[src/tests/program.hex]
// One 32-bit instruction per line, word address 0 upward
// Fields: opcode[31:28] rd[27:24] ra[23:20] then rb[19:16] or imm[19:0]
51012345
41100678
420FFFFF
03120000
14310000
25410000
36520000
43300010
43380000
97120000
07330000
580FFFFF
39870000
00990000
1A090000
4AA00001
2BA60000
4CB7FFFF
1DCA0000
3EDC0000
0FEF0000
4FF00005
[src/hw/cpu_pkg.sv]
`default_nettype none

package cpu_pkg;

    typedef logic [31:0] word_t;
    typedef logic [7:0]  memaddr_t;     // Word index, not byte address
    typedef logic [3:0]  reg_idx_t;

    localparam int    IMEM_DEPTH     = 256;
    localparam int    NUM_REGS       = 16;
    localparam string IMEM_INIT_FILE = "/design/src/tests/program.hex";

    // Opcodes 6 to 15 are illegal
    typedef enum logic [3:0] {
        ADD  = 4'd0,
        SUB  = 4'd1,
        AND  = 4'd2,
        OR   = 4'd3,
        ADDI = 4'd4,
        LUI  = 4'd5
    } opcode_e;

    typedef enum logic [1:0] {
        ALU_ADD,
        ALU_SUB,
        ALU_AND,
        ALU_OR
    } alu_op_e;

    // Register form
    typedef struct packed {
        opcode_e     opcode;
        reg_idx_t    rd;
        reg_idx_t    ra;
        reg_idx_t    rb;
        logic [15:0] unused;
    } r_fmt_t;

    // Immediate form
    typedef struct packed {
        opcode_e     opcode;
        reg_idx_t    rd;
        reg_idx_t    ra;
        logic [19:0] imm;
    } i_fmt_t;

    typedef union packed {
        r_fmt_t r_fmt;
        i_fmt_t i_fmt;
    } instr_u;

    typedef struct packed {
        alu_op_e  alu_op;
        logic     use_imm;      // op2 from immediate
        logic     zero_op1;     // LUI and illegal
        logic     has_rd;
        reg_idx_t rd;
        reg_idx_t ra;
        reg_idx_t rb;
        logic     illegal;
    } control_word_t;

    typedef struct packed {
        word_t  pc;
        instr_u ir;
    } fetch_t;

    typedef struct packed {
        word_t         pc;
        control_word_t cw;
        word_t         imm;
    } decode_t;

    typedef struct packed {
        word_t         pc;
        control_word_t cw;
        word_t         alu_op1;
        word_t         alu_op2;
    } issue_t;

    typedef struct packed {
        logic     valid;
        reg_idx_t rd;
        word_t    data;
    } wb_t;

endpackage

`default_nettype wire

[src/hw/stage_fetch.sv]
`timescale 1ns/1ps
`default_nettype none

module stage_fetch (
    input  wire logic              cpu_clk_i,
    input  wire logic              reset_i,
    input  wire logic              halt_i,
    output logic                   imem_req_valid_o,
    output cpu_pkg::memaddr_t      imem_req_addr_o,
    input  wire logic              imem_resp_valid_i,
    input  wire cpu_pkg::word_t    imem_resp_data_i,
    output cpu_pkg::fetch_t        fetch_o,
    output logic                   fetch_valid_o,
    input  wire logic              fetch_ready_i
);
    import cpu_pkg::*;

    memaddr_t req_idx_r;        // Next word to request
    memaddr_t inflight_idx_r;   // Word sitting in memory
    fetch_t   out_r;
    logic     out_valid_r;
    logic     run_r;            // Low for the first cycle out of reset
    logic     occupied_next;

    // Register still holds a word next cycle, so a new response could not land
    assign occupied_next = imem_resp_valid_i || (out_valid_r && !fetch_ready_i);

    assign imem_req_valid_o = run_r && !halt_i && !occupied_next;
    assign imem_req_addr_o  = req_idx_r;
    assign fetch_o          = out_r;
    assign fetch_valid_o    = out_valid_r;

    always_ff @(posedge cpu_clk_i) begin
        if (reset_i) begin
            run_r       <= 1'b0;
            req_idx_r   <= '0;
            out_valid_r <= 1'b0;
        end else begin
            run_r <= 1'b1;
            if (imem_req_valid_o) begin
                req_idx_r <= req_idx_r + memaddr_t'(1);   // Wraps at end of ROM
            end
            if (imem_resp_valid_i) begin
                out_valid_r <= 1'b1;
            end else if (fetch_ready_i) begin
                out_valid_r <= 1'b0;
            end
        end
    end

    always_ff @(posedge cpu_clk_i) begin
        if (imem_req_valid_o) begin
            inflight_idx_r <= req_idx_r;
        end
        if (imem_resp_valid_i) begin
            out_r.pc <= {22'b0, inflight_idx_r, 2'b00};   // Byte address
            out_r.ir <= imem_resp_data_i;
        end
    end

    a_resp_has_room: assert property (@(posedge cpu_clk_i) disable iff (reset_i)
        imem_resp_valid_i |-> (!out_valid_r || fetch_ready_i))
        else $error("fetch: memory response arrived while output register was stalled");

endmodule

`default_nettype wire

[config.mk]
export PLATFORM = sky130hd
export DESIGN_NAME = stage_fetch
export DESIGN_NICKNAME = d
export VERILOG_FILES = /design/src/hw/cpu_pkg.sv /design/src/hw/stage_fetch.sv
export SDC_FILE = /design/constraint.sdc
export NUM_CORES = 1
export LEC_CHECK = 0
export ABC_AREA = 1
export BUFFER_PORTS_ARGS = -buffer_cell sky130_fd_sc_hd__buf_2
export CAP_MARGIN = 10
export CORE_ASPECT_RATIO = 1.5
export CORE_MARGIN = 4
export CORE_UTILIZATION = 30
export CTS_BUF_LIST = sky130_fd_sc_hd__clkbuf_4 sky130_fd_sc_hd__clkbuf_8 sky130_fd_sc_hd__clkbuf_16
export DETAILED_ROUTE_END_ITERATION = 12
export MAX_ROUTING_LAYER = met4
export PLACE_DENSITY = 0.54
export SLEW_MARGIN = 15
export SYNTH_ARGS = -nofsm -noshare
export SYNTH_HDL_FRONTEND = slang
export SYNTH_SLANG_ARGS = --single-unit
[constraint.sdc]
create_clock -name cpu_clk_i -period 1.4 [get_ports cpu_clk_i]
set_input_delay 0.07 -clock cpu_clk_i [delete_from_list [all_inputs] [get_ports cpu_clk_i]]
set_output_delay 0.07 -clock cpu_clk_i [all_outputs]
set_load 0.05 [all_outputs]
# ---- After elaboration in Yosys (flattened, before gate mapping)
# Cells that the tools add are included.
dict set report word_totals {
  ff_bits 58
  in_bits 37
  output_inout_bits 74
  word_cells 18
}
dict set report op_classes {
  addsub 1
  n_mux 3
  n_reduce_logical 8
}
# op count
set ops {}
lappend ops {{$add 8x1->8 const B} 1}
lappend ops {{$logic_and 1x1->1} 3}
lappend ops {{$logic_not 1->1} 3}
lappend ops {{$mux 1} 3}
lappend ops {{$reduce_bool 2->1} 1}
lappend ops {{$logic_or 1x1->1} 1}

# ---- Depth between registers and ports, before layout
dict set report logic_depth {
  ltp_word 5
  mapped_depth 8
  depth_no_buf 7
}

# ---- Worst setup path before layout
# Ideal clock, no wire load.
dict set report synth_path {
  kind {register -> register}
  start {reg req_idx_r[0] (netlist: imem_req_addr_o[0])}
  end {reg req_idx_r[6] (netlist: imem_req_addr_o[6])}
  setup_ns 0.115
  arrival_time_ns 1.453
  required_ns 1.285
  slack_ns -0.169
  stages_incl_launch_ff 7
  n_path_buf 0
  synth_period_minus_slack_ns 1.569
  cell_sequence {dfxtp_1 -> ha_1 -> nand2_1 -> nor3_2 -> nand3_1 -> nand2_1 -> nor2_1}
}
dict set report synth_via {
  elab_chain_cells 1
}
# item line
set synth_rtl {}
lappend synth_rtl {{start, declared} stage_fetch.sv:18} ;# memaddr_t req_idx_r;
lappend synth_rtl {{start signal, assigned} stage_fetch.sv:41} ;# req_idx_r <= req_idx_r + memaddr_t'(1);
lappend synth_rtl {{$add 8x1->8} stage_fetch.sv:41}
# Every way passes these cells.
# A chain may end at the register's enable or synchronous reset.

# ---- Worst setup path in the final report
dict set report layout_path {
  start {reg out_valid_r (netlist: fetch_valid_o)}
  end {out imem_req_valid_o}
}
dict set report layout_via {
  elab_chain_cells 4
}
# item line
set layout_rtl {}
lappend layout_rtl {{start, declared} stage_fetch.sv:21} ;# logic out_valid_r;
lappend layout_rtl {{start signal, assigned} stage_fetch.sv:37} ;# out_valid_r <= 1'b0;
lappend layout_rtl {{start signal, assigned} stage_fetch.sv:44} ;# out_valid_r <= 1'b1;
lappend layout_rtl {{start signal, assigned} stage_fetch.sv:46} ;# out_valid_r <= 1'b0;
lappend layout_rtl {{$logic_and 1x1->1} stage_fetch.sv:26} ;# assign occupied_next = imem_resp_valid_i || (out_valid_r && !fetch_ready_i);
lappend layout_rtl {{$logic_or 1x1->1} stage_fetch.sv:26}
lappend layout_rtl {{$logic_not 1->1} stage_fetch.sv:28} ;# assign imem_req_valid_o = run_r && !halt_i && !occupied_next;
lappend layout_rtl {{$logic_and 1x1->1} stage_fetch.sv:28}
lappend layout_rtl {{end, declared} stage_fetch.sv:8} ;# output logic imem_req_valid_o,
# Every way passes these cells.

==> out/results.ini <==
[yosys]
synthAdderAreaFrac_pct=0.592
yosysUniqueCellTypes=19
async_reset_ff_share_pct=0
synthFlopType=edfxtp_1
syn_area_mm2=0.00211
ys_seq_area_share_pct=77.7
ys_seq_elements=58
synth_compound_area_share_pct=2.49
yosys_warnings=0
muxShareOfSynthArea_pct=0
synth_edf_count=48
syn_area_per_cell_um2=15.2
synthCells=139
synth_top_family_by_area=buffers and inverters
synth-simple-area-share_pct=7.94
synth_xor_area_share_pct=0.415

[final_layout]
final_area_mm2=0.00314
layout.nets=307
instances_no_fill=352
area_delta_synth_final_pct=48.8
layout_commonest_cell=buf_2
drive_gt1_share_pct=42.0
diodes=0
fin_util_pct=45.9
final_cell_mix=buf_2, edfxtp_1, dlygate4sd3_1

[sta]
fmax_mhz=764
slew_viol_final=0
min_period_ns=1.31
layout_setup_ws_ns=0.0917
setup_viol=0
period_share_pct=93.5
rsz0062_at_grt=no
hold_viol=0
holdWs_ns=0.0373
tns_ns=0
skew_ns=0.00202

[pwr]
p_per_area_mw_per_mm2=1450
p_total_mw=4.56
ir_drop_v=0.000640
p_leak_nw=1.37

[clock_tree]
htreeDepth=3
cts_tree=done
cts-root-buf=clkbuf_8
insertion_delay_ns=0.32
path_clk_slew_ns=0.06
cts_buffers=9
clockBufferDepth=2
cts_sinks=58
post_cts_buffers=0

[routing]
vias=1444
drc=0
drt_iter0_drc=48
drtPass1Iterations=4
wirelength_um=4590
routedWlPerCell_um=13.1
postRouteAntennaNets=0
viasPerCell=4.10

[setup_path]
cpMaxStageDelayCell=dfxtp_1
crit_path_end_kind=output port
rr_startpoint=imem_req_addr_o[0]
path_delay_family=buffers and inverters
crit_arrival_ns=1.24
regToRegEndpoint=imem_req_addr_o[6]
crit_required_ns=1.33
reg2reg_depth=6
cpPeakStageDelay_ns=0.32
cp_max_fo=19
path_buf_inv=2
cp-start-kind=flop
critical_path_class=reg -> out
crit_chain=nand2_2, nand2_2, nor2_4, buf_12, buf_6
r2r_slack_ns=0.20
worst_path_most_repeated_cell=nand2_2

[floorplan]
start_util_pct=30.8
io_pins=111
die_h_um=111
rows=37
die-area_mm2=0.00847
core_area_mm2=0.00685
die_w_um=76.5

[grt]
grt_pass1_wl_um=7150
track_usage_pct=11.2
antenna_found_initial=0
overflow=0
grt_max_degree=41
grt_pass1_vias=1421

[worst_hold_path]
hold_depth=4
min_to=fetch_valid_o
hp-class=in -> reg
min_from=fetch_ready_i

[placement]
dpl.cell_count=303
place_area_mm2=0.00256
place_hpwl_um=2890
place_ws_ns=0.206
placement.io_buffers=86
gp_congestion=0.721

[run]
maxCapViolCount=0

[run_status]
status=finished, final reports clean

-- kinds of logic after synthesis --
group,after synthesis
compound gates,9
xor+xnor,1
fa+ha+maj,1
buf+inv,34
flops,58
other cells,1
simple gates,35
-- timing repair --
item,CTS,global route
hold buffers,33,0
pin swaps,0,0
hold endpoints to repair,34,0
setup endpoints to repair,1,1
gates cloned,0,0
gates resized for setup,1,1
-- worst max path at each step --
stage,startpoint,cells after the start,slack (ns),endpoint
after floorplan,fetch_valid_o,6,0.03,imem_req_addr_o[7]
after global placement,imem_req_addr_o[0],6,0.23,imem_req_addr_o[6]
after detailed placement,imem_req_addr_o[0],6,0.21,imem_req_addr_o[6]
after CTS,fetch_valid_o,5,0.03,imem_req_valid_o
after global routing,fetch_valid_o,5,0.04,imem_req_valid_o
final,fetch_valid_o,5,0.09,imem_req_valid_o
-- per-layer routing --
| layer | routed length [um] | share of wire [%] | track usage, % | vias up |
|---|---|---|---|---|
| li1 | - | - | - | 690 |
| met1 | 1720 | 37 | 11.0 | 653 |
| met2 | 2260 | 49 | 18.3 | 94 |
| met3 | 523 | 11 | 5.69 | 7 |
| met4 | 90 | 2.0 | 5.44 | 0 |
| met5 | 0 | 0 | - | - |
-- worst min-delay path: cells and delay by family --
family | cells | cell delay, ns
buffers and inverters | 2 | 0.12
and+or+nand+nor | 1 | 0.07
AOI/OAI and AO/OA | 1 | 0.06
-- state kept, by name, summed over array words and instances, names as in the netlist --
register	count
run_r	1
imem_req_addr_o	8
inflight_idx_r	8
fetch_o	40
fetch_valid_o	1
-- cell usage after synthesis (2+ instances only) --
| library cell | n | share of area (%) |
|---|---|---|
| a21oi_1 | 4 | 0.95 |
| a21oi_2 | 2 | 0.83 |
| buf_4 | 24 | 8.5 |
| dfxtp_1 | 10 | 9.5 |
| edfxtp_1 | 48 | 68 |
| inv_1 | 8 | 1.4 |
| nand2_1 | 7 | 1.2 |
| nand2_2 | 4 | 1.2 |
| nand3_1 | 8 | 1.9 |
| nor2_1 | 13 | 2.3 |
| o21ai_0 | 3 | 0.71 |
-- where the power goes --
part | switching, mW | total (mW) | internal [mW]
Combinational | 0.573 | 0.745 | 0.171
Sequential | 0.0277 | 2.00 | 1.97
Clock | 0.638 | 1.82 | 1.18
Total | 1.24 | 4.56 | 3.32
-- area by class of cell --
cell class                      count  area, um2
Timing Repair Buffer              121        795
Tap cell                           78       97.6
Sequential cell                    58       1640
Multi-Input combinational cell     70        332
Inverter                            9       33.8
Clock inverter                      7        118
Clock buffer                        9        124
Fill cell                         625       3710
Note: power is estimated with default switching activity, not from simulation.
