`src/tests/program.hex`:
```
// One 32-bit instruction per line, word address 0 upward
// Fields: opcode[31:28] rd[27:24] ra[23:20] then rb[19:16] or imm[19:0]
51012345
41100678
420FFFFF
03120000
14310000
25410000
36520000
43300010
43380000
97120000
07330000
580FFFFF
39870000
00990000
1A090000
4AA00001
2BA60000
4CB7FFFF
1DCA0000
3EDC0000
0FEF0000
4FF00005
```
`src/hw/cpu_pkg.sv`:
```
`default_nettype none

package cpu_pkg;

    typedef logic [31:0] word_t;
    typedef logic [7:0]  memaddr_t;     // Word index, not byte address
    typedef logic [3:0]  reg_idx_t;

    localparam int    IMEM_DEPTH     = 256;
    localparam int    NUM_REGS       = 16;
    localparam string IMEM_INIT_FILE = "/design/src/tests/program.hex";

    // Opcodes 6 to 15 are illegal
    typedef enum logic [3:0] {
        ADD  = 4'd0,
        SUB  = 4'd1,
        AND  = 4'd2,
        OR   = 4'd3,
        ADDI = 4'd4,
        LUI  = 4'd5
    } opcode_e;

    typedef enum logic [1:0] {
        ALU_ADD,
        ALU_SUB,
        ALU_AND,
        ALU_OR
    } alu_op_e;

    // Register form
    typedef struct packed {
        opcode_e     opcode;
        reg_idx_t    rd;
        reg_idx_t    ra;
        reg_idx_t    rb;
        logic [15:0] unused;
    } r_fmt_t;

    // Immediate form
    typedef struct packed {
        opcode_e     opcode;
        reg_idx_t    rd;
        reg_idx_t    ra;
        logic [19:0] imm;
    } i_fmt_t;

    typedef union packed {
        r_fmt_t r_fmt;
        i_fmt_t i_fmt;
    } instr_u;

    typedef struct packed {
        alu_op_e  alu_op;
        logic     use_imm;      // op2 from immediate
        logic     zero_op1;     // LUI and illegal
        logic     has_rd;
        reg_idx_t rd;
        reg_idx_t ra;
        reg_idx_t rb;
        logic     illegal;
    } control_word_t;

    typedef struct packed {
        word_t  pc;
        instr_u ir;
    } fetch_t;

    typedef struct packed {
        word_t         pc;
        control_word_t cw;
        word_t         imm;
    } decode_t;

    typedef struct packed {
        word_t         pc;
        control_word_t cw;
        word_t         alu_op1;
        word_t         alu_op2;
    } issue_t;

    typedef struct packed {
        logic     valid;
        reg_idx_t rd;
        word_t    data;
    } wb_t;

endpackage

`default_nettype wire

```
`src/hw/stage_issue.sv`:
```
`timescale 1ns/1ps
`default_nettype none

module stage_issue (
    input  wire logic              cpu_clk_i,
    input  wire logic              reset_i,
    input  wire cpu_pkg::decode_t  decode_i,
    input  wire logic              decode_valid_i,
    output logic                   decode_ready_o,
    output cpu_pkg::reg_idx_t      rf_idx_a_o,
    output cpu_pkg::reg_idx_t      rf_idx_b_o,
    input  wire cpu_pkg::word_t    rf_data_a_i,
    input  wire cpu_pkg::word_t    rf_data_b_i,
    input  wire cpu_pkg::wb_t      wb_i,
    output cpu_pkg::issue_t        issue_o,
    output logic                   issue_valid_o,
    input  wire logic              issue_ready_i
);
    import cpu_pkg::*;

    control_word_t       cw;
    logic [NUM_REGS-1:0] busy_r;        // Awaiting writeback
    logic [NUM_REGS-1:0] busy_now;
    logic [NUM_REGS-1:0] wb_mask;
    logic [NUM_REGS-1:0] set_mask;
    logic                use_a;
    logic                use_b;
    logic                hazard;
    logic                out_free;
    logic                take;
    word_t               op1;
    word_t               op2;
    issue_t              out_r;
    logic                out_valid_r;

    assign cw    = decode_i.cw;
    assign use_a = !cw.zero_op1;
    assign use_b = !cw.use_imm;

    always_comb begin
        wb_mask  = '0;
        set_mask = '0;
        if (wb_i.valid) begin
            wb_mask[wb_i.rd] = 1'b1;
        end
        if (take && cw.has_rd) begin
            set_mask[cw.rd] = 1'b1;
        end
    end

    // A writeback this cycle already counts as done
    assign busy_now = busy_r & ~wb_mask;

    // RAW on either source, WAW on rd
    assign hazard = (use_a && busy_now[cw.ra])
                 || (use_b && busy_now[cw.rb])
                 || (cw.has_rd && busy_now[cw.rd]);

    assign out_free       = !out_valid_r || issue_ready_i;
    assign decode_ready_o = out_free && !hazard;
    assign take           = decode_valid_i && decode_ready_o;

    assign rf_idx_a_o = cw.ra;
    assign rf_idx_b_o = cw.rb;
    assign op1        = cw.zero_op1 ? '0 : rf_data_a_i;   // Bypass lives in the register file
    assign op2        = cw.use_imm ? decode_i.imm : rf_data_b_i;

    assign issue_o       = out_r;
    assign issue_valid_o = out_valid_r;

    always_ff @(posedge cpu_clk_i) begin
        if (reset_i) begin
            busy_r      <= '0;
            out_valid_r <= 1'b0;
        end else begin
            busy_r <= busy_now | set_mask;
            if (out_free) begin
                out_valid_r <= take;
            end
        end
    end

    always_ff @(posedge cpu_clk_i) begin
        if (take) begin
            out_r.pc      <= decode_i.pc;
            out_r.cw      <= cw;
            out_r.alu_op1 <= op1;
            out_r.alu_op2 <= op2;
        end
    end

    a_hold_under_stall: assert property (@(posedge cpu_clk_i) disable iff (reset_i)
        (issue_valid_o && !issue_ready_i) |=> (issue_valid_o && $stable(issue_o)))
        else $error("issue: output changed while stalled");

    a_wb_to_busy: assert property (@(posedge cpu_clk_i) disable iff (reset_i)
        wb_i.valid |-> busy_r[wb_i.rd])
        else $error("issue: writeback to r%0d which is not awaiting a result", wb_i.rd);

endmodule

`default_nettype wire

```
`config.mk`:
```
export PLATFORM = sky130hd
export DESIGN_NAME = stage_issue
export DESIGN_NICKNAME = d
export VERILOG_FILES = /design/src/hw/cpu_pkg.sv /design/src/hw/stage_issue.sv
export SDC_FILE = /design/constraint.sdc
export NUM_CORES = 1
export LEC_CHECK = 0
export ABC_AREA = 1
export BUFFER_PORTS_ARGS = -buffer_cell sky130_fd_sc_hd__buf_4
export CAP_MARGIN = 20
export CORE_UTILIZATION = 40
export DETAILED_ROUTE_END_ITERATION = 12
export PLACE_DENSITY = 0.74
export RECOVER_POWER = 50
export SYNTH_ARGS = -nofsm -noshare
export SYNTH_HDL_FRONTEND = slang
export SYNTH_SLANG_ARGS = --single-unit
```
`constraint.sdc`:
```
create_clock -name cpu_clk_i -period 12.72 [get_ports cpu_clk_i]
set_input_delay 2.544 -clock cpu_clk_i [delete_from_list [all_inputs] [get_ports cpu_clk_i]]
set_output_delay 2.544 -clock cpu_clk_i [all_outputs]
set_load 0.01 [all_outputs]
```
Word level (Yosys, flattened, before mapping)
Index checks and enable logic that the tools add are counted.
- output and inout bits: 124
- register bits: 131
- input port bits: 187
- bitwise gates (word level): 3
- muxes and demuxes: 13
- reductions and logical operators: 15
- $lt $le $gt $ge: 6
- operator list (operator ; number):
    2-to-1 mux 16 bit ; 2
    2-to-1 mux 32 bit ; 1
    less-than comparator 4 x 5 -> 1 bit, second input constant ; 4
    bitwise AND 16 bit ; 1
    inverter 16 bit ; 1
    bitwise OR 16 bit ; 1
    binary-select mux 1 bit (select 4 bit) ; 3
    demux 1 bit (select 4 bit) ; 2
    greater-or-equal comparator 4 x 1 -> 1 bit, second input constant ; 2
    logical AND 1 bit ; 8
    2-to-1 mux 1 bit ; 5
    logical NOT 1 bit ; 4
    logical OR 1 bit ; 3

Longest topological paths before layout
- depth in word-level cells: 18
- depth in mapped cells: 16
- gate-level depth less buffers: 14

Worst setup path before layout
No wires, ideal clock.
- path type: input port to flip-flop
- from: in wb_i[36] (netlist bit)
- to: reg out_r (netlist bit issue_o[0]), enable pin
- buffers on the path: 2
- cell stages on the path: 12
- required time: 11.968 ns
- path slack: 0.159 ns
- library setup time: 0.752 ns
- arrival: 11.809 ns
- cells stage by stage: clkbuf_2 -> buf_4 -> nand3_1 -> nand2_1 -> nand2_1 -> nand2_1 -> nor2_1 -> nor2_1 -> nor2_1 -> nand3_2 -> nand3_2 -> nor3b_1
- word-level cells in the longest chain between the ends: 11
- elaborated cells between the ends (all ways): 17
- those cells by class: mux (7); bitwise (2); reduce/logical (8)
- ends and longest elaborated chain (item ; RTL line ; source):
    from (decl) ; stage_issue.sv:14 ; input wire cpu_pkg::wb_t wb_i,
    2-to-1 mux 16 bit (*) ; stage_issue.sv:43 ; if (wb_i.valid) begin
    inverter 16 bit (*) ; stage_issue.sv:52 ; assign busy_now = busy_r & ~wb_mask;
    bitwise AND 16 bit (*) ; stage_issue.sv:52 ;
    binary-select mux 1 bit (select 4 bit), on equally long branches ; stage_issue.sv:55, stage_issue.sv:56 ;
    2-to-1 mux 1 bit, on equally long branches ; stage_issue.sv:55, stage_issue.sv:56 ;
    logical AND 1 bit, on equally long branches ; stage_issue.sv:55, stage_issue.sv:56 ;
    logical OR 1 bit ; stage_issue.sv:56 ; || (use_b && busy_now[cw.rb])
    logical OR 1 bit (*) ; stage_issue.sv:57 ; || (cw.has_rd && busy_now[cw.rd]);
    logical NOT 1 bit (*) ; stage_issue.sv:60 ; assign decode_ready_o = out_free && !hazard;
    logical AND 1 bit (*) ; stage_issue.sv:60 ;
    logical AND 1 bit (*) ; stage_issue.sv:61 ; assign take = decode_valid_i && decode_ready_o;
    named net take ; stage_issue.sv:30 ; logic take;
    to (decl) ; stage_issue.sv:33 ; issue_t out_r;
The timed path passes the listed nets; every way through them passes the cells marked *. The select of a mux whose other input is x is not followed.
A chain may end at the register's enable or synchronous reset.

Worst setup path after layout
- from: in decode_i[47] (netlist bit)
- to: out decode_ready_o
- word-level cells in the longest chain between the ends: 6
- ends and longest elaborated chain (item ; RTL line ; source):
    from (decl) ; stage_issue.sv:7 ; input wire cpu_pkg::decode_t decode_i,
    logical NOT 1 bit ; stage_issue.sv:38 ; assign use_b = !cw.use_imm;
    logical AND 1 bit ; stage_issue.sv:56 ;
    logical OR 1 bit ; stage_issue.sv:56 ;
    logical OR 1 bit ; stage_issue.sv:57 ;
    logical NOT 1 bit ; stage_issue.sv:60 ;
    logical AND 1 bit ; stage_issue.sv:60 ;
    to (decl) ; stage_issue.sv:9 ; output logic decode_ready_o,
Every way passes these cells.

==> results summary <==
The count of warnings emitted by yosys is 0. The root buffer cell chosen for the clock tree is clkbuf_16. The number of levels in the clock H-tree is 4. In this run the most critical hold path is launched from busy_r[8]. Setup repair after global routing left no endpoint under its margin. After routing the design area is 7856 um2.

The top cell type by area accounts for 61.11% of the synthesized area. In the final design database the tool counted 1002 nets. The area of the die is 14480 um2.

Of all cell types, the one taking the most synthesized area is edfxtp_1. The latest clock arrival within the worst-skew pair came out at 0.41 ns. The cell internal power dissipation came out at 0.0008209 W. The largest net degree at the start of global routing came out at 86. The first global-routing pass estimated 24550 um of wire. The area growth from synthesis to layout came out at 40.25%.

The final-layout setup total negative slack is 0 ns. The number of different library cells used by synthesis comes to 26. No sink is reached through more buffers than the 2 on the longest clock path. The static leakage power came out at 3.315 nW. The CTS tree is done. The iteration-0 DRC count of the detailed router is 430.

The number of design rule violations left after detail routing came out at 0. The class of the tightest hold or removal check is reg2reg. The total overflow left after global routing is 0.

The checks that failed: capacitance limit, slew limit. The final critical path takes up 64.78% of the cycle. For this design, the sink count on the clock tree is 131. The clock tree skew after final layout came out at 0.008869 ns. The post-cts resize count came out at 0. The diode insertion count for antenna repair is 0. The clock network burns 40.1% of the power. The effective utilization at floorplan came out at 41.64%.

Counting flops and latches in the post-synthesis netlist gives 131. Max-cap violations in this run came to 1. The reg-to-reg startpoint is busy_r[7].

The via-per-instance ratio is 4.900. The switching power as a share of total power is 23.94%. For this run, the register share of the synthesized area comes to 67.19%.

The flow ran to the end, but the final reports show violations. The minimum clock period after layout came out at 8.241 ns. The final hold violation count was 0. After synthesis, the cell types taking the most area are edfxtp_1 (61%), nand2_1 (9.4%), dfxtp_1 (6.1%). The pre-antenna-repair detailed-routing pass consisted of 5 iterations. The average wire per cell in the routed design came out at 16.83 um. The final count of negative-setup-slack endpoints is 0. The critical path data required time is 10.18 ns. The arrival time of the worst setup path came out at 5.70 ns.

At the pin with the least slew margin, the transition time is 1.525 ns. The number of nets produced by synthesis is 733. The final total power came out at 0.001079 W. The instance area after placement came out at 7770 um2.

The placeable core region came out at 13450 um2. The worst slack at placement is 5.722 ns. The count of input and output buffers is 278. The top cell types in the final layout, fill and taps aside, are nand2_1 (141), buf_4 (128), clkbuf_1 (119). The category of the critical setup timing path is in2out.

The horizontal die dimension came out at 120.3 um. Clock tree synthesis inserted a total of 17 buffers. Derived from the worst setup path, the maximum achievable clock frequency is 0.1214 GHz. Once the clock tree was built, the setup fixing pass inserted 0 buffers. The boundary pin count came out at 311. In this run the power density over the cells is 137.4 nW/um2. In this run the mean area of a mapped cell was 10.26 um2. The number of antenna violations at the first check in global routing is 0. Global routing used 22.67% of the available tracks. STA classifies the critical path startpoint as an input port.

At the end of routability-driven placement, the weighted congestion stood at 0.8361. The area of the multi-input gates came out at 1451 um2. The count of nets left with antenna violations once routing finished came out at 0. STA classifies the critical path endpoint as an output pin. The layout filler cell count is 1233.

The maximum fanout along the worst path came out at 34. The number of global-route vias before repair is 4568. The smallest setup slack after layout came out at 4.479 ns. The final-report max-slew violation count came to 35. After clock tree synthesis, the clock-pin slew on the worst setup and hold paths is 0.05 ns. The part of the power in registers came out at 47.3%.

The worst-case headroom to the max-slew limit is -1.696%. The number of instances in the synthesized netlist came out at 546. The share of the core filled with cells is 58.40%.

The total area of sequential cells came out at 3764 um2. The quantity of hold-fixing buffers added after cts is 0. The die is 120.3 um tall. The launch point of the critical path is decode_i[47]. The detailed placer's ending HPWL is 12670 um. Leaving out fill and tap cells, the most frequent cell in the layout is nand2_1. The cell area that synthesis handed to floorplanning was 5602 um2. The power spent charging and discharging nets is 0.0002584 W. The ratio of cells with drive above 1 in the final layout is 24.43%. The combinational share of power is 12.7%. Detailed routing inserted a total of 4915 vias. The row count came out at 42.

The maximum resistive drop on vdd is 0.07733 mV. After detailed routing, the total wire length is 16880 um.
[critical path, cell delays in order]
cell and delay [ns]:
clkbuf_1 1.09, inv_1 0.96, nand3_1 0.42, nand3_2 0.15
nor2_4 0.33, buf_4 0.19
[registers in the layout (all words and copies together) (netlist names)]
| register | flops |
|---|---|
| issue_valid_o | 1 |
| busy_r | 16 |
| issue_o | 114 |
[through the flow]
| stage | hold WS (ns) | instances |
|---|---|---|
| 6_report | 0.5250 | 1003 |
| 5_1_grt | 0.5521 | 1003 |
| 4_1_cts | 0.5326 | 1003 |
| 3_5_place_dp | 0.5234 | 972 |
| 3_3_place_gp | 0.5175 | 972 |
| 2_1_floorplan | 0.4793 | 546 |
[synthesized netlist by cell type (all sizes together)]
cell type and n:
nand2 141, edfxtp 114, o21ai 4, and2 1
a21boi 1, or2 1, o21bai 2, a21oi 16
nand3b 1, buf 14, nand4 16, clkbuf 16
nor3b 1, nand3 62, o211ai 6, inv 62
dfxtp 17, nor2 71
[area by class of cell]
type | count | area share, %
sequential | 131 | 47.91
inverter | 62 | 2.962
multi-input combinational | 323 | 18.47
clock buffer | 19 | 5.510
tap | 176 | 2.803
clock inverter | 12 | 1.179
timing repair buffer | 280 | 21.17
[logic make-up (layout without fill, tap and decap cells)]
kind of cell,Yosys count,count (layout),share of synthesized area (%)
DFF,131,131,67.19
and+or+nand+nor,294,294,22.83
AOI/OAI and AO/OA,29,29,2.993
buffers and inverters,92,373,6.991
[power groups by stage]
stage / logic, W / registers [W] / clock network (W)
after floorplan: 0.0000495 / 0.000541 / 0
after global placement: 0.000153 / 0.000518 / 0
after detailed placement: 0.000156 / 0.000519 / 0
after CTS: 0.000157 / 0.000511 / 0.000440
after global routing: 0.000149 / 0.000512 / 0.000457
final: 0.000137 / 0.000510 / 0.000432
[metal layers]
layer  GRT usage (%)  routed length [um]  vias to the layer above
li1                -                   -                     2350
met1           28.13                6706                     2292
met2           38.36                8436                      241
met3           5.566                1252                       32
met4           8.179                 486                        0
met5               0                   0                        -
[final timing paths]
kind                                        to  slack, ns  cells after the start
worst max-delay path            decode_ready_o       4.48                      6
worst max register to register     issue_o[67]       9.74                      8
worst min-delay path                 busy_r[8]       0.53                      2
worst min register to register       busy_r[8]       0.53                      2
Power figures use the tool's default switching activity.
