## src/tests/program.hex

```
// One 32-bit instruction per line, word address 0 upward
// Fields: opcode[31:28] rd[27:24] ra[23:20] then rb[19:16] or imm[19:0]
51012345
41100678
420FFFFF
03120000
14310000
25410000
36520000
43300010
43380000
97120000
07330000
580FFFFF
39870000
00990000
1A090000
4AA00001
2BA60000
4CB7FFFF
1DCA0000
3EDC0000
0FEF0000
4FF00005
```

## src/hw/cpu_pkg.sv

```systemverilog
`default_nettype none

package cpu_pkg;

    typedef logic [31:0] word_t;
    typedef logic [7:0]  memaddr_t;     // Word index, not byte address
    typedef logic [3:0]  reg_idx_t;

    localparam int    IMEM_DEPTH     = 256;
    localparam int    NUM_REGS       = 16;
    localparam string IMEM_INIT_FILE = "/design/src/tests/program.hex";

    // Opcodes 6 to 15 are illegal
    typedef enum logic [3:0] {
        ADD  = 4'd0,
        SUB  = 4'd1,
        AND  = 4'd2,
        OR   = 4'd3,
        ADDI = 4'd4,
        LUI  = 4'd5
    } opcode_e;

    typedef enum logic [1:0] {
        ALU_ADD,
        ALU_SUB,
        ALU_AND,
        ALU_OR
    } alu_op_e;

    // Register form
    typedef struct packed {
        opcode_e     opcode;
        reg_idx_t    rd;
        reg_idx_t    ra;
        reg_idx_t    rb;
        logic [15:0] unused;
    } r_fmt_t;

    // Immediate form
    typedef struct packed {
        opcode_e     opcode;
        reg_idx_t    rd;
        reg_idx_t    ra;
        logic [19:0] imm;
    } i_fmt_t;

    typedef union packed {
        r_fmt_t r_fmt;
        i_fmt_t i_fmt;
    } instr_u;

    typedef struct packed {
        alu_op_e  alu_op;
        logic     use_imm;      // op2 from immediate
        logic     zero_op1;     // LUI and illegal
        logic     has_rd;
        reg_idx_t rd;
        reg_idx_t ra;
        reg_idx_t rb;
        logic     illegal;
    } control_word_t;

    typedef struct packed {
        word_t  pc;
        instr_u ir;
    } fetch_t;

    typedef struct packed {
        word_t         pc;
        control_word_t cw;
        word_t         imm;
    } decode_t;

    typedef struct packed {
        word_t         pc;
        control_word_t cw;
        word_t         alu_op1;
        word_t         alu_op2;
    } issue_t;

    typedef struct packed {
        logic     valid;
        reg_idx_t rd;
        word_t    data;
    } wb_t;

endpackage

`default_nettype wire

```

## src/hw/register_file.sv

```systemverilog
`timescale 1ns/1ps
`default_nettype none

module register_file (
    input  wire logic              cpu_clk_i,
    input  wire logic              reset_i,
    input  wire cpu_pkg::reg_idx_t rd_idx_a_i,
    input  wire cpu_pkg::reg_idx_t rd_idx_b_i,
    output cpu_pkg::word_t         rd_data_a_o,
    output cpu_pkg::word_t         rd_data_b_o,
    input  wire cpu_pkg::wb_t      wb_i
);
    import cpu_pkg::*;

    word_t regs [NUM_REGS];

    // Same-cycle writeback wins over the stored value
    function automatic word_t read_port(input reg_idx_t idx);
        if (idx == '0) begin
            return '0;
        end
        if (wb_i.valid && wb_i.rd == idx) begin
            return wb_i.data;
        end
        return regs[idx];
    endfunction

    always_comb begin
        rd_data_a_o = read_port(rd_idx_a_i);
        rd_data_b_o = read_port(rd_idx_b_i);
    end

    always_ff @(posedge cpu_clk_i) begin
        if (reset_i) begin
            for (int i = 0; i < NUM_REGS; i++) begin
                regs[i] <= '0;
            end
        end else if (wb_i.valid && wb_i.rd != '0) begin
            regs[wb_i.rd] <= wb_i.data;
        end
    end

endmodule

`default_nettype wire

```

## config.mk

```make
export PLATFORM = sky130hd
export DESIGN_NAME = register_file
export DESIGN_NICKNAME = d
export VERILOG_FILES = /design/src/hw/cpu_pkg.sv /design/src/hw/register_file.sv
export SDC_FILE = /design/constraint.sdc
export NUM_CORES = 1
export LEC_CHECK = 0
export BUFFER_PORTS_ARGS = -buffer_cell sky130_fd_sc_hd__buf_2
export CAP_MARGIN = 20
export CORE_MARGIN = 2
export CORE_UTILIZATION = 55
export CTS_CLUSTER_SIZE = 28
export DETAILED_ROUTE_END_ITERATION = 7
export PLACE_DENSITY = 0.72
export SYNTH_ARGS = -nofsm -noshare
export SYNTH_HDL_FRONTEND = slang
export SYNTH_SLANG_ARGS = --single-unit
```

## constraint.sdc

```tcl
create_clock -name cpu_clk_i -period 3.9 [get_ports cpu_clk_i]
set_input_delay 0.585 -clock cpu_clk_i [delete_from_list [all_inputs] [get_ports cpu_clk_i]]
set_output_delay 0.585 -clock cpu_clk_i [all_outputs]
set_load 0.005 [all_outputs]
```

Yosys cells after proc, flatten, opt, wreduce, memory -nomap -nowiden
Memory sizes are Yosys's and may differ from the RTL's.
Cells that the tools add are included.
{"block": "word_totals", "wordCells": 32, "romBits": 0, "memories": 1, "ff_bits": 0, "input_bits": 47, "output_inout_bits": 64, "ram_bits": 512, "latch_bits": 0}
{"block": "classes", "n_shift": 0, "n_reduce_logical": 7, "n_bitwise": 0, "n_mul": 0, "order_cmp": 0, "n_addsub": 0, "muxes": 22, "eq_ne": 2, "div_mod_pow": 0}
{"name": "regs", "depth": 16, "word_bits": 32, "rd": 2, "rd_ports_with_merged_regs": 0, "write_ports": 16, "line": "register_file.sv:15", "rtl": "word_t regs [NUM_REGS];"}
{"op": "32-bit 2-to-1 mux", "n": 9}
{"op": "32-bit OR reduction", "n": 1}
{"op": "1-bit 2-to-1 mux", "n": 12}
{"op": "4-bit == test", "n": 2}
{"op": "4-bit logical NOT", "n": 2}
{"op": "4-bit 2-to-1 mux", "n": 1}
{"op": "4-bit nonzero test", "n": 1}
{"op": "1-bit logical AND", "n": 3}

Logic depth before layout (Yosys ltp)
Gate-level depths: netlist (run 1).
{"block": "logic_depth", "ltp_word": 7, "ltp_mapped": 7, "depth_no_buf": 4}

Least setup slack after synthesis (run 1)
OpenSTA, ideal clock, no wires.
{"block": "synth_timing", "path_kind": "input to output", "startpoint": "input rd_idx_b_i[1]", "endpoint": "output rd_data_b_o[13]", "cell_stages": 6, "n_path_buf": 2, "arrival_time_ns": 1.949, "path_slack_ns": 1.366, "required_ns": 3.315, "path_cell_list": "buf_6 > buf_2 > mux4_2 > nand2b_1 > nand3b_1 > a32o_1"}
{"block": "synth_via", "elab_chain_cells": 6, "word_cells_on_any_way": 10, "cone_classes": "1 x eq/ne; 6 x mux; 2 x reduce/logical; 1 x memory"}
{"item": "start: declaration", "line": "register_file.sv:8", "rtl": "input wire cpu_pkg::reg_idx_t rd_idx_b_i,"}
{"item": "4-bit == test", "line": "register_file.sv:22", "rtl": "if (wb_i.valid && wb_i.rd == idx) begin"}
{"item": "1-bit logical AND", "line": "register_file.sv:22"}
{"item": "1-bit 2-to-1 mux (2 in series)", "line": "register_file.sv:22"}
{"item": "32-bit 2-to-1 mux", "line": "register_file.sv:25", "rtl": "return regs[idx];"}
{"item": "32-bit 2-to-1 mux (*)", "line": "register_file.sv:22"}
{"item": "end: declaration", "line": "register_file.sv:10", "rtl": "output cpu_pkg::word_t rd_data_b_o,"}
Mark *: on every way between the ends. The rest lies on a longest branch, timed or not. The select of a mux whose other input is x is not followed.

Worst setup path in the final report (run 1)
{"block": "layout_timing", "startpoint": "input rd_idx_a_i[2]", "endpoint": "output rd_data_a_o[0]"}
{"block": "layout_via", "elab_chain_cells": 6, "word_cells_on_any_way": 10, "cone_classes": "1 x eq/ne; 6 x mux; 2 x reduce/logical; 1 x memory"}
{"item": "start: declaration", "line": "register_file.sv:7", "rtl": "input wire cpu_pkg::reg_idx_t rd_idx_a_i,"}
{"item": "4-bit == test", "line": "register_file.sv:22"}
{"item": "1-bit logical AND", "line": "register_file.sv:22"}
{"item": "1-bit 2-to-1 mux (2 in series)", "line": "register_file.sv:22"}
{"item": "32-bit 2-to-1 mux", "line": "register_file.sv:25"}
{"item": "32-bit 2-to-1 mux (*)", "line": "register_file.sv:22"}
{"item": "end: declaration", "line": "register_file.sv:9", "rtl": "output cpu_pkg::word_t rd_data_a_o,"}
Marks and branches as above.

==> run_results.csv, run 1 <==
group,metric,value,unit
drt,drc,0,
floorplanning,die_w,230,um
clocking,ctsResizeCount,0,
worst_hold_path,min_to,"regs[8][17]$_SDFFCE_PN0P_",
setup_path,crit_start,"rd_idx_a_i[2]",
synth,synthTopCellsByArea,"edfxtp_1, mux4_2, and2_1",
pwr,p_comb_share,12.9,%
final_layout,largest_reg_flops,512,
clocking,root_buffer,"clkbuf_16",
synth,synthCells,1871,
timing,tns,0,ns
floorplanning,io_pins,111,
timing,fin_crit,3.29,ns
setup_path,worstSetupStartpointType,"primary input",
final_layout,drive_gt1_share,27.4,%
final_layout,areaGrowthSynthToFinish,11.2,%
pwr,p_switching,3240,uW
drt,antenna_left,0,
timing,setup_viol,0,
global_route,antenna_found_initial,4,
pwr,netSwitchingFraction,24.0,%
synth,yosysSeqAreaShare,54.7,%
drt,drtIter0Drc,2397,
floorplanning,die_y,230,um
clocking,max-clock-path-buffers,3,
flow_run,drv_cap,0,
synth,ys_ff_latch,512,
placed_design,io_buffers,110,
final_layout,layout_common_cells,"edfxtp_1, and2_1, mux4_2",
timing,timing.fmax,304,MHz
placed_design,gp_congestion,0.823,
timing,worst_pin_slew,0.969,ns
setup_path,arrival,2.71,ns
floorplanning,row_count,82,
worst_hold_path,min_from,"wb_i[17]",
clocking,htree_levels,2,
drt,routed_wl,79900,um
drt,vias,17587,
pwr,p_leak,0.0110,uW
global_route,grt_pass1_vias,18052,
setup_path,crit_type,"in2out",
synth,synth_top_area_cell,"edfxtp_1",
synth,synth.avg_cell_area,15.0,sq um
final_layout,seqCellArea,0.0154,sq mm
global_route,grt.total_usage,30.7,%
timing,hold_viol,0,
final_layout,multi_input_area,0.0120,sq mm
clocking,cts_buffers,54,
pwr,p_clk_share,38.5,%
drt,routedWlPerCell,29.9,um
final_layout,fillers,3761,
synth,yosysWarnings,0,
clocking,clkTransAtPathRegs,0.06,ns
floorplanning,core,0.0503,sq mm
synth,synth_top_area_share,54.7,%
pwr,p_int,10200,uW
timing,rsz0062_at_grt,"false",
clocking,cts_tree,"yes",
pwr,total_power,13500,uW
pwr,ir_worst_vdd,0.411,mV
global_route,grt_max_degree,65,
pwr,seqPwrFrac,48.6,%
timing,maxSlewViolCount,0,
clocking,cts_setup_buffers,0,
drt,vias_per_cell,6.58,
run_status,status,"finished clean",
synth,synthDistinctLibCells,27,
setup_path,endpoint_kind,"output port",
timing,maxSlewHeadroom,35.4,%
final_layout,top_regs,"regs x512",
worst_hold_path,whs_path_depth,2,
setup_path,cpLargestDelayFamily,"buffers and inverters",
setup_path,crit_path_top_delay_cell,"buf_4",
timing,fin_crit_sh,84.4,%
setup_path,cp_data_required_time,3.31,ns
setup_path,cp_max_fo,36,
drt,drtPass1Iterations,6,
global_route,grt_pass1_wl,118000,um
final_layout,final_nets,2001,
setup_path,crit_path_max_incr_delay,0.50,ns
setup_path,cp_cell_sequence,"buf_6, buf_4, mux4_2, mux2i_1, nand2_1, a32o_1, buf_2",
pwr,powerDensity,431,mW/mm^2
timing,whs,0.448,ns
setup_path,cp_num_buf_inv,3,
worst_hold_path,hold_path.class,"in2reg",
placed_design,dp_hpwl,47500,um
floorplanning,design.die.area,0.0529,sq mm
clocking,hold_buffers,0,
floorplanning,start_util,55.9,%
final_layout,regMostFlops,"regs",
global_route,overflow,0,
final_layout,layout_commonest_cell,"edfxtp_1",
synth,syn_area,0.0281,sq mm
clocking,cts_num_sinks,512,
==> worst max-delay path by stage <==
stage | to | depth (start not counted) | slack, ns
6_report | rd_data_a_o[0] | 7 | 0.61
3_5_place_dp | rd_data_a_o[0] | 7 | 0.66
5_1_grt | rd_data_a_o[0] | 7 | 0.55
4_1_cts | rd_data_a_o[0] | 7 | 0.65
3_3_place_gp | rd_data_a_o[0] | 7 | 0.65
2_1_floorplan | rd_data_b_o[13] | 6 | 1.37
==> layout make-up <==
type / count / area share [%]
Antenna cell: 3 / 0.0240
Clock buffer: 67 / 4.54
Clock inverter: 31 / 1.09
Multi-Input combinational cell: 1203 / 38.2
Sequential cell: 512 / 49.2
Tap cell: 672 / 2.69
Timing Repair Buffer: 183 / 4.27
==> routing by layer <==
layer | GRT usage, % | wire (um) | part of all wire, % | up-vias
met5 | 0 | 11 | 0.014 | -
met2 | 51.0 | 39900 | 50 | 1031
met1 | 40.6 | 29000 | 36 | 9096
li1 | - | - | - | 7281
met4 | 11.6 | 2990 | 3.7 | 2
met3 | 5.61 | 7940 | 9.9 | 177
==> logic make-up after synthesis <==
family                 synth area share [%]
flip-flops                             54.7
multiplexers                           22.9
XOR/XNOR                              0.249
other                                0.0133
AO/OA/AOI/OAI                          2.31
buffers and inverters                  3.51
AND/OR/NAND/NOR                        16.3
==> stage by stage <==
stage,util [%],instance area (sq um),worst slack [ns],cells
after floorplan,-,28200,1.37,1902
after detailed placement,58.7,29500,0.656,2570
after CTS,62.2,31300,0.650,2668
after global routing,62.2,31300,0.552,2669
after global placement,58.7,29500,0.650,2570
final,62.2,31300,0.607,2671
==> power by group through the flow <==
stage	combinational, uW	clock, uW	sequential [uW]
floorplan	1160	0	6580
global placement	1720	0	6620
detailed placement	1730	0	6650
CTS	1740	5240	6540
global route	1840	5460	6580
finish	1740	5200	6550
==> Yosys cell counts <==
| master | count |
|---|---|
| nand3_1 | 1 |
| buf_4 | 2 |
| a22o_1 | 2 |
| nand2_1 | 126 |
| nor2b_1 | 1 |
| buf_1 | 7 |
| a31oi_1 | 2 |
| mux4_2 | 256 |
| nand3b_1 | 64 |
| mux2i_1 | 68 |
| xnor2_1 | 2 |
| and4b_1 | 2 |
| edfxtp_1 | 512 |
| clkbuf_1 | 118 |
| or2_2 | 15 |
| nor3_1 | 4 |
| buf_2 | 36 |
| conb_1 | 1 |
| nor3_2 | 1 |
| nand2b_1 | 64 |
| nor2_1 | 13 |
| buf_6 | 18 |
| a32o_1 | 62 |
| xor2_1 | 6 |
| nor4_2 | 2 |
| buf_12 | 6 |
| and2_1 | 480 |
(Power assumes the default switching activity.)
==> run 2, diff against run 1 <==
Clock period 3.9 ns to 3.3 ns, I/O delays scaled along.
==> run 2 against run 1 <==
First-iteration DRC count is 5.5% lower. Via count is 1.4% higher. Core utilization is 0.48 points higher. Worst hold slack worse by 0.082 ns. Count of clock-buffer cells in the layout is 3 lower. Global-route usage is 0.25 points higher. Cell area is 0.78% higher. Non-clock buffer count is 17 higher. Critical path type unchanged. Largest power group unchanged.
==> run_results.csv, run 2 (same netlist as run 1, synthesis figures left out) <==
group,metric,value,unit
global_route,overflow,0,
timing,rsz0062_at_grt,"false",
setup_path,cp_num_buf_inv,3,
pwr,powerDensity,508,mW/mm^2
pwr,p_leak,0.0111,uW
setup_path,crit_path_top_delay_cell,"buf_12",
floorplanning,die_w,230,um
final_layout,areaGrowthSynthToFinish,12.1,%
timing,fin_crit,3.05,ns
setup_path,crit_path_max_incr_delay,0.39,ns
clocking,cts_tree,"yes",
timing,worst_pin_slew,0.674,ns
run_status,status,"finished clean",
global_route,grt_max_degree,58,
clocking,cts_buffers,55,
final_layout,drive_gt1_share,28.4,%
drt,vias,17837,
worst_hold_path,hold_path.class,"in2reg",
global_route,antenna_found_initial,7,
timing,fin_crit_sh,92.5,%
timing,maxSlewHeadroom,55.1,%
global_route,grt_pass1_wl,119000,um
floorplanning,row_count,82,
drt,drtPass1Iterations,6,
placed_design,gp_congestion,0.802,
clocking,cts_setup_buffers,0,
drt,antenna_left,0,
setup_path,arrival,2.56,ns
final_layout,regMostFlops,"regs",
floorplanning,die_y,230,um
floorplanning,design.die.area,0.0529,sq mm
floorplanning,core,0.0503,sq mm
timing,setup_viol,0,
timing,hold_viol,0,
final_layout,largest_reg_flops,512,
setup_path,cpLargestDelayFamily,"buffers and inverters",
floorplanning,start_util,55.9,%
clocking,clkTransAtPathRegs,0.06,ns
drt,drc,0,
drt,routed_wl,80400,um
placed_design,dp_hpwl,47500,um
setup_path,crit_type,"in2out",
clocking,htree_levels,2,
clocking,cts_num_sinks,512,
timing,tns,0,ns
drt,routedWlPerCell,29.9,um
clocking,max-clock-path-buffers,3,
timing,setup_ws,0.248,ns
final_layout,layout_common_cells,"edfxtp_1, and2_1, mux4_2",
setup_path,cp_data_required_time,2.80,ns
final_layout,top_regs,"regs x512",
clocking,root_buffer,"clkbuf_16",
global_route,grt_pass1_vias,18498,
placed_design,pre_cts_slack,0.268,ns
setup_path,path_depth,7,
setup_path,worstSetupStartpointType,"primary input",
global_route,grt.total_usage,30.9,%
setup_path,cp_max_fo,57,
pwr,ir_worst_vdd,0.588,mV
setup_path,cp_cell_sequence,"buf_6, buf_12, mux4_2, mux2i_1, nand2_1, a32o_1, buf_2",
final_layout,layout_commonest_cell,"edfxtp_1",
timing,timing.fmax,328,MHz
setup_path,endpoint_kind,"output port",
drt,vias_per_cell,6.63,
worst_hold_path,whs_path_depth,2,
timing,maxSlewViolCount,0,
drt,drtIter0Drc,2266,
clocking,hold_buffers,0,
placed_design,io_buffers,110,
clocking,ctsResizeCount,0,
flow_run,drv_cap,0,
final_layout,final_nets,2019,
floorplanning,io_pins,111,
-- run 2: layer usage --
metal / GRT usage, % / vias up / routed length (um)
li1: - / 7312 / -
met1: 40.3 / 9154 / 29300
met2: 51.2 / 1136 / 39500
met3: 5.64 / 231 / 8110
met4: 13.5 / 4 / 3420
met5: 0 / - / 23
-- run 2: worst paths after layout --
check,start,end,slack [ns]
max,rd_idx_b_i[2],rd_data_b_o[9],0.25
min,wb_i[20],regs[4][20]$_SDFFCE_PN0P_,0.37
-- run 2: report_power, final --
| group | switching [uW] | internal [uW] |
|---|---|---|
| Sequential | 187 | 7550 |
| Combinational | 1090 | 999 |
| Clock | 2630 | 3560 |
-- run 2: metrics by stage --
stage	cell area [sq um]	util, %	instances	hold WS, ns	total power, uW
final	31500	62.7	2692	0.366	16000
after floorplan	28200	-	1902	0.693	9150
after global placement	29700	59.1	2587	0.983	9880
after global routing	31500	62.7	2689	0.383	16500
after CTS	31500	62.7	2687	0.338	16000
after detailed placement	29700	59.1	2587	0.995	9940
-- run 2: final cells by class --
class	instances	area, sq um
antenna	5	12.5
clock buffer	64	1430
clock inverter	36	342
fill	3696	18800
multi-input combinational	1203	12000
sequential	512	15400
tap	672	841
timing repair buffer	200	1560
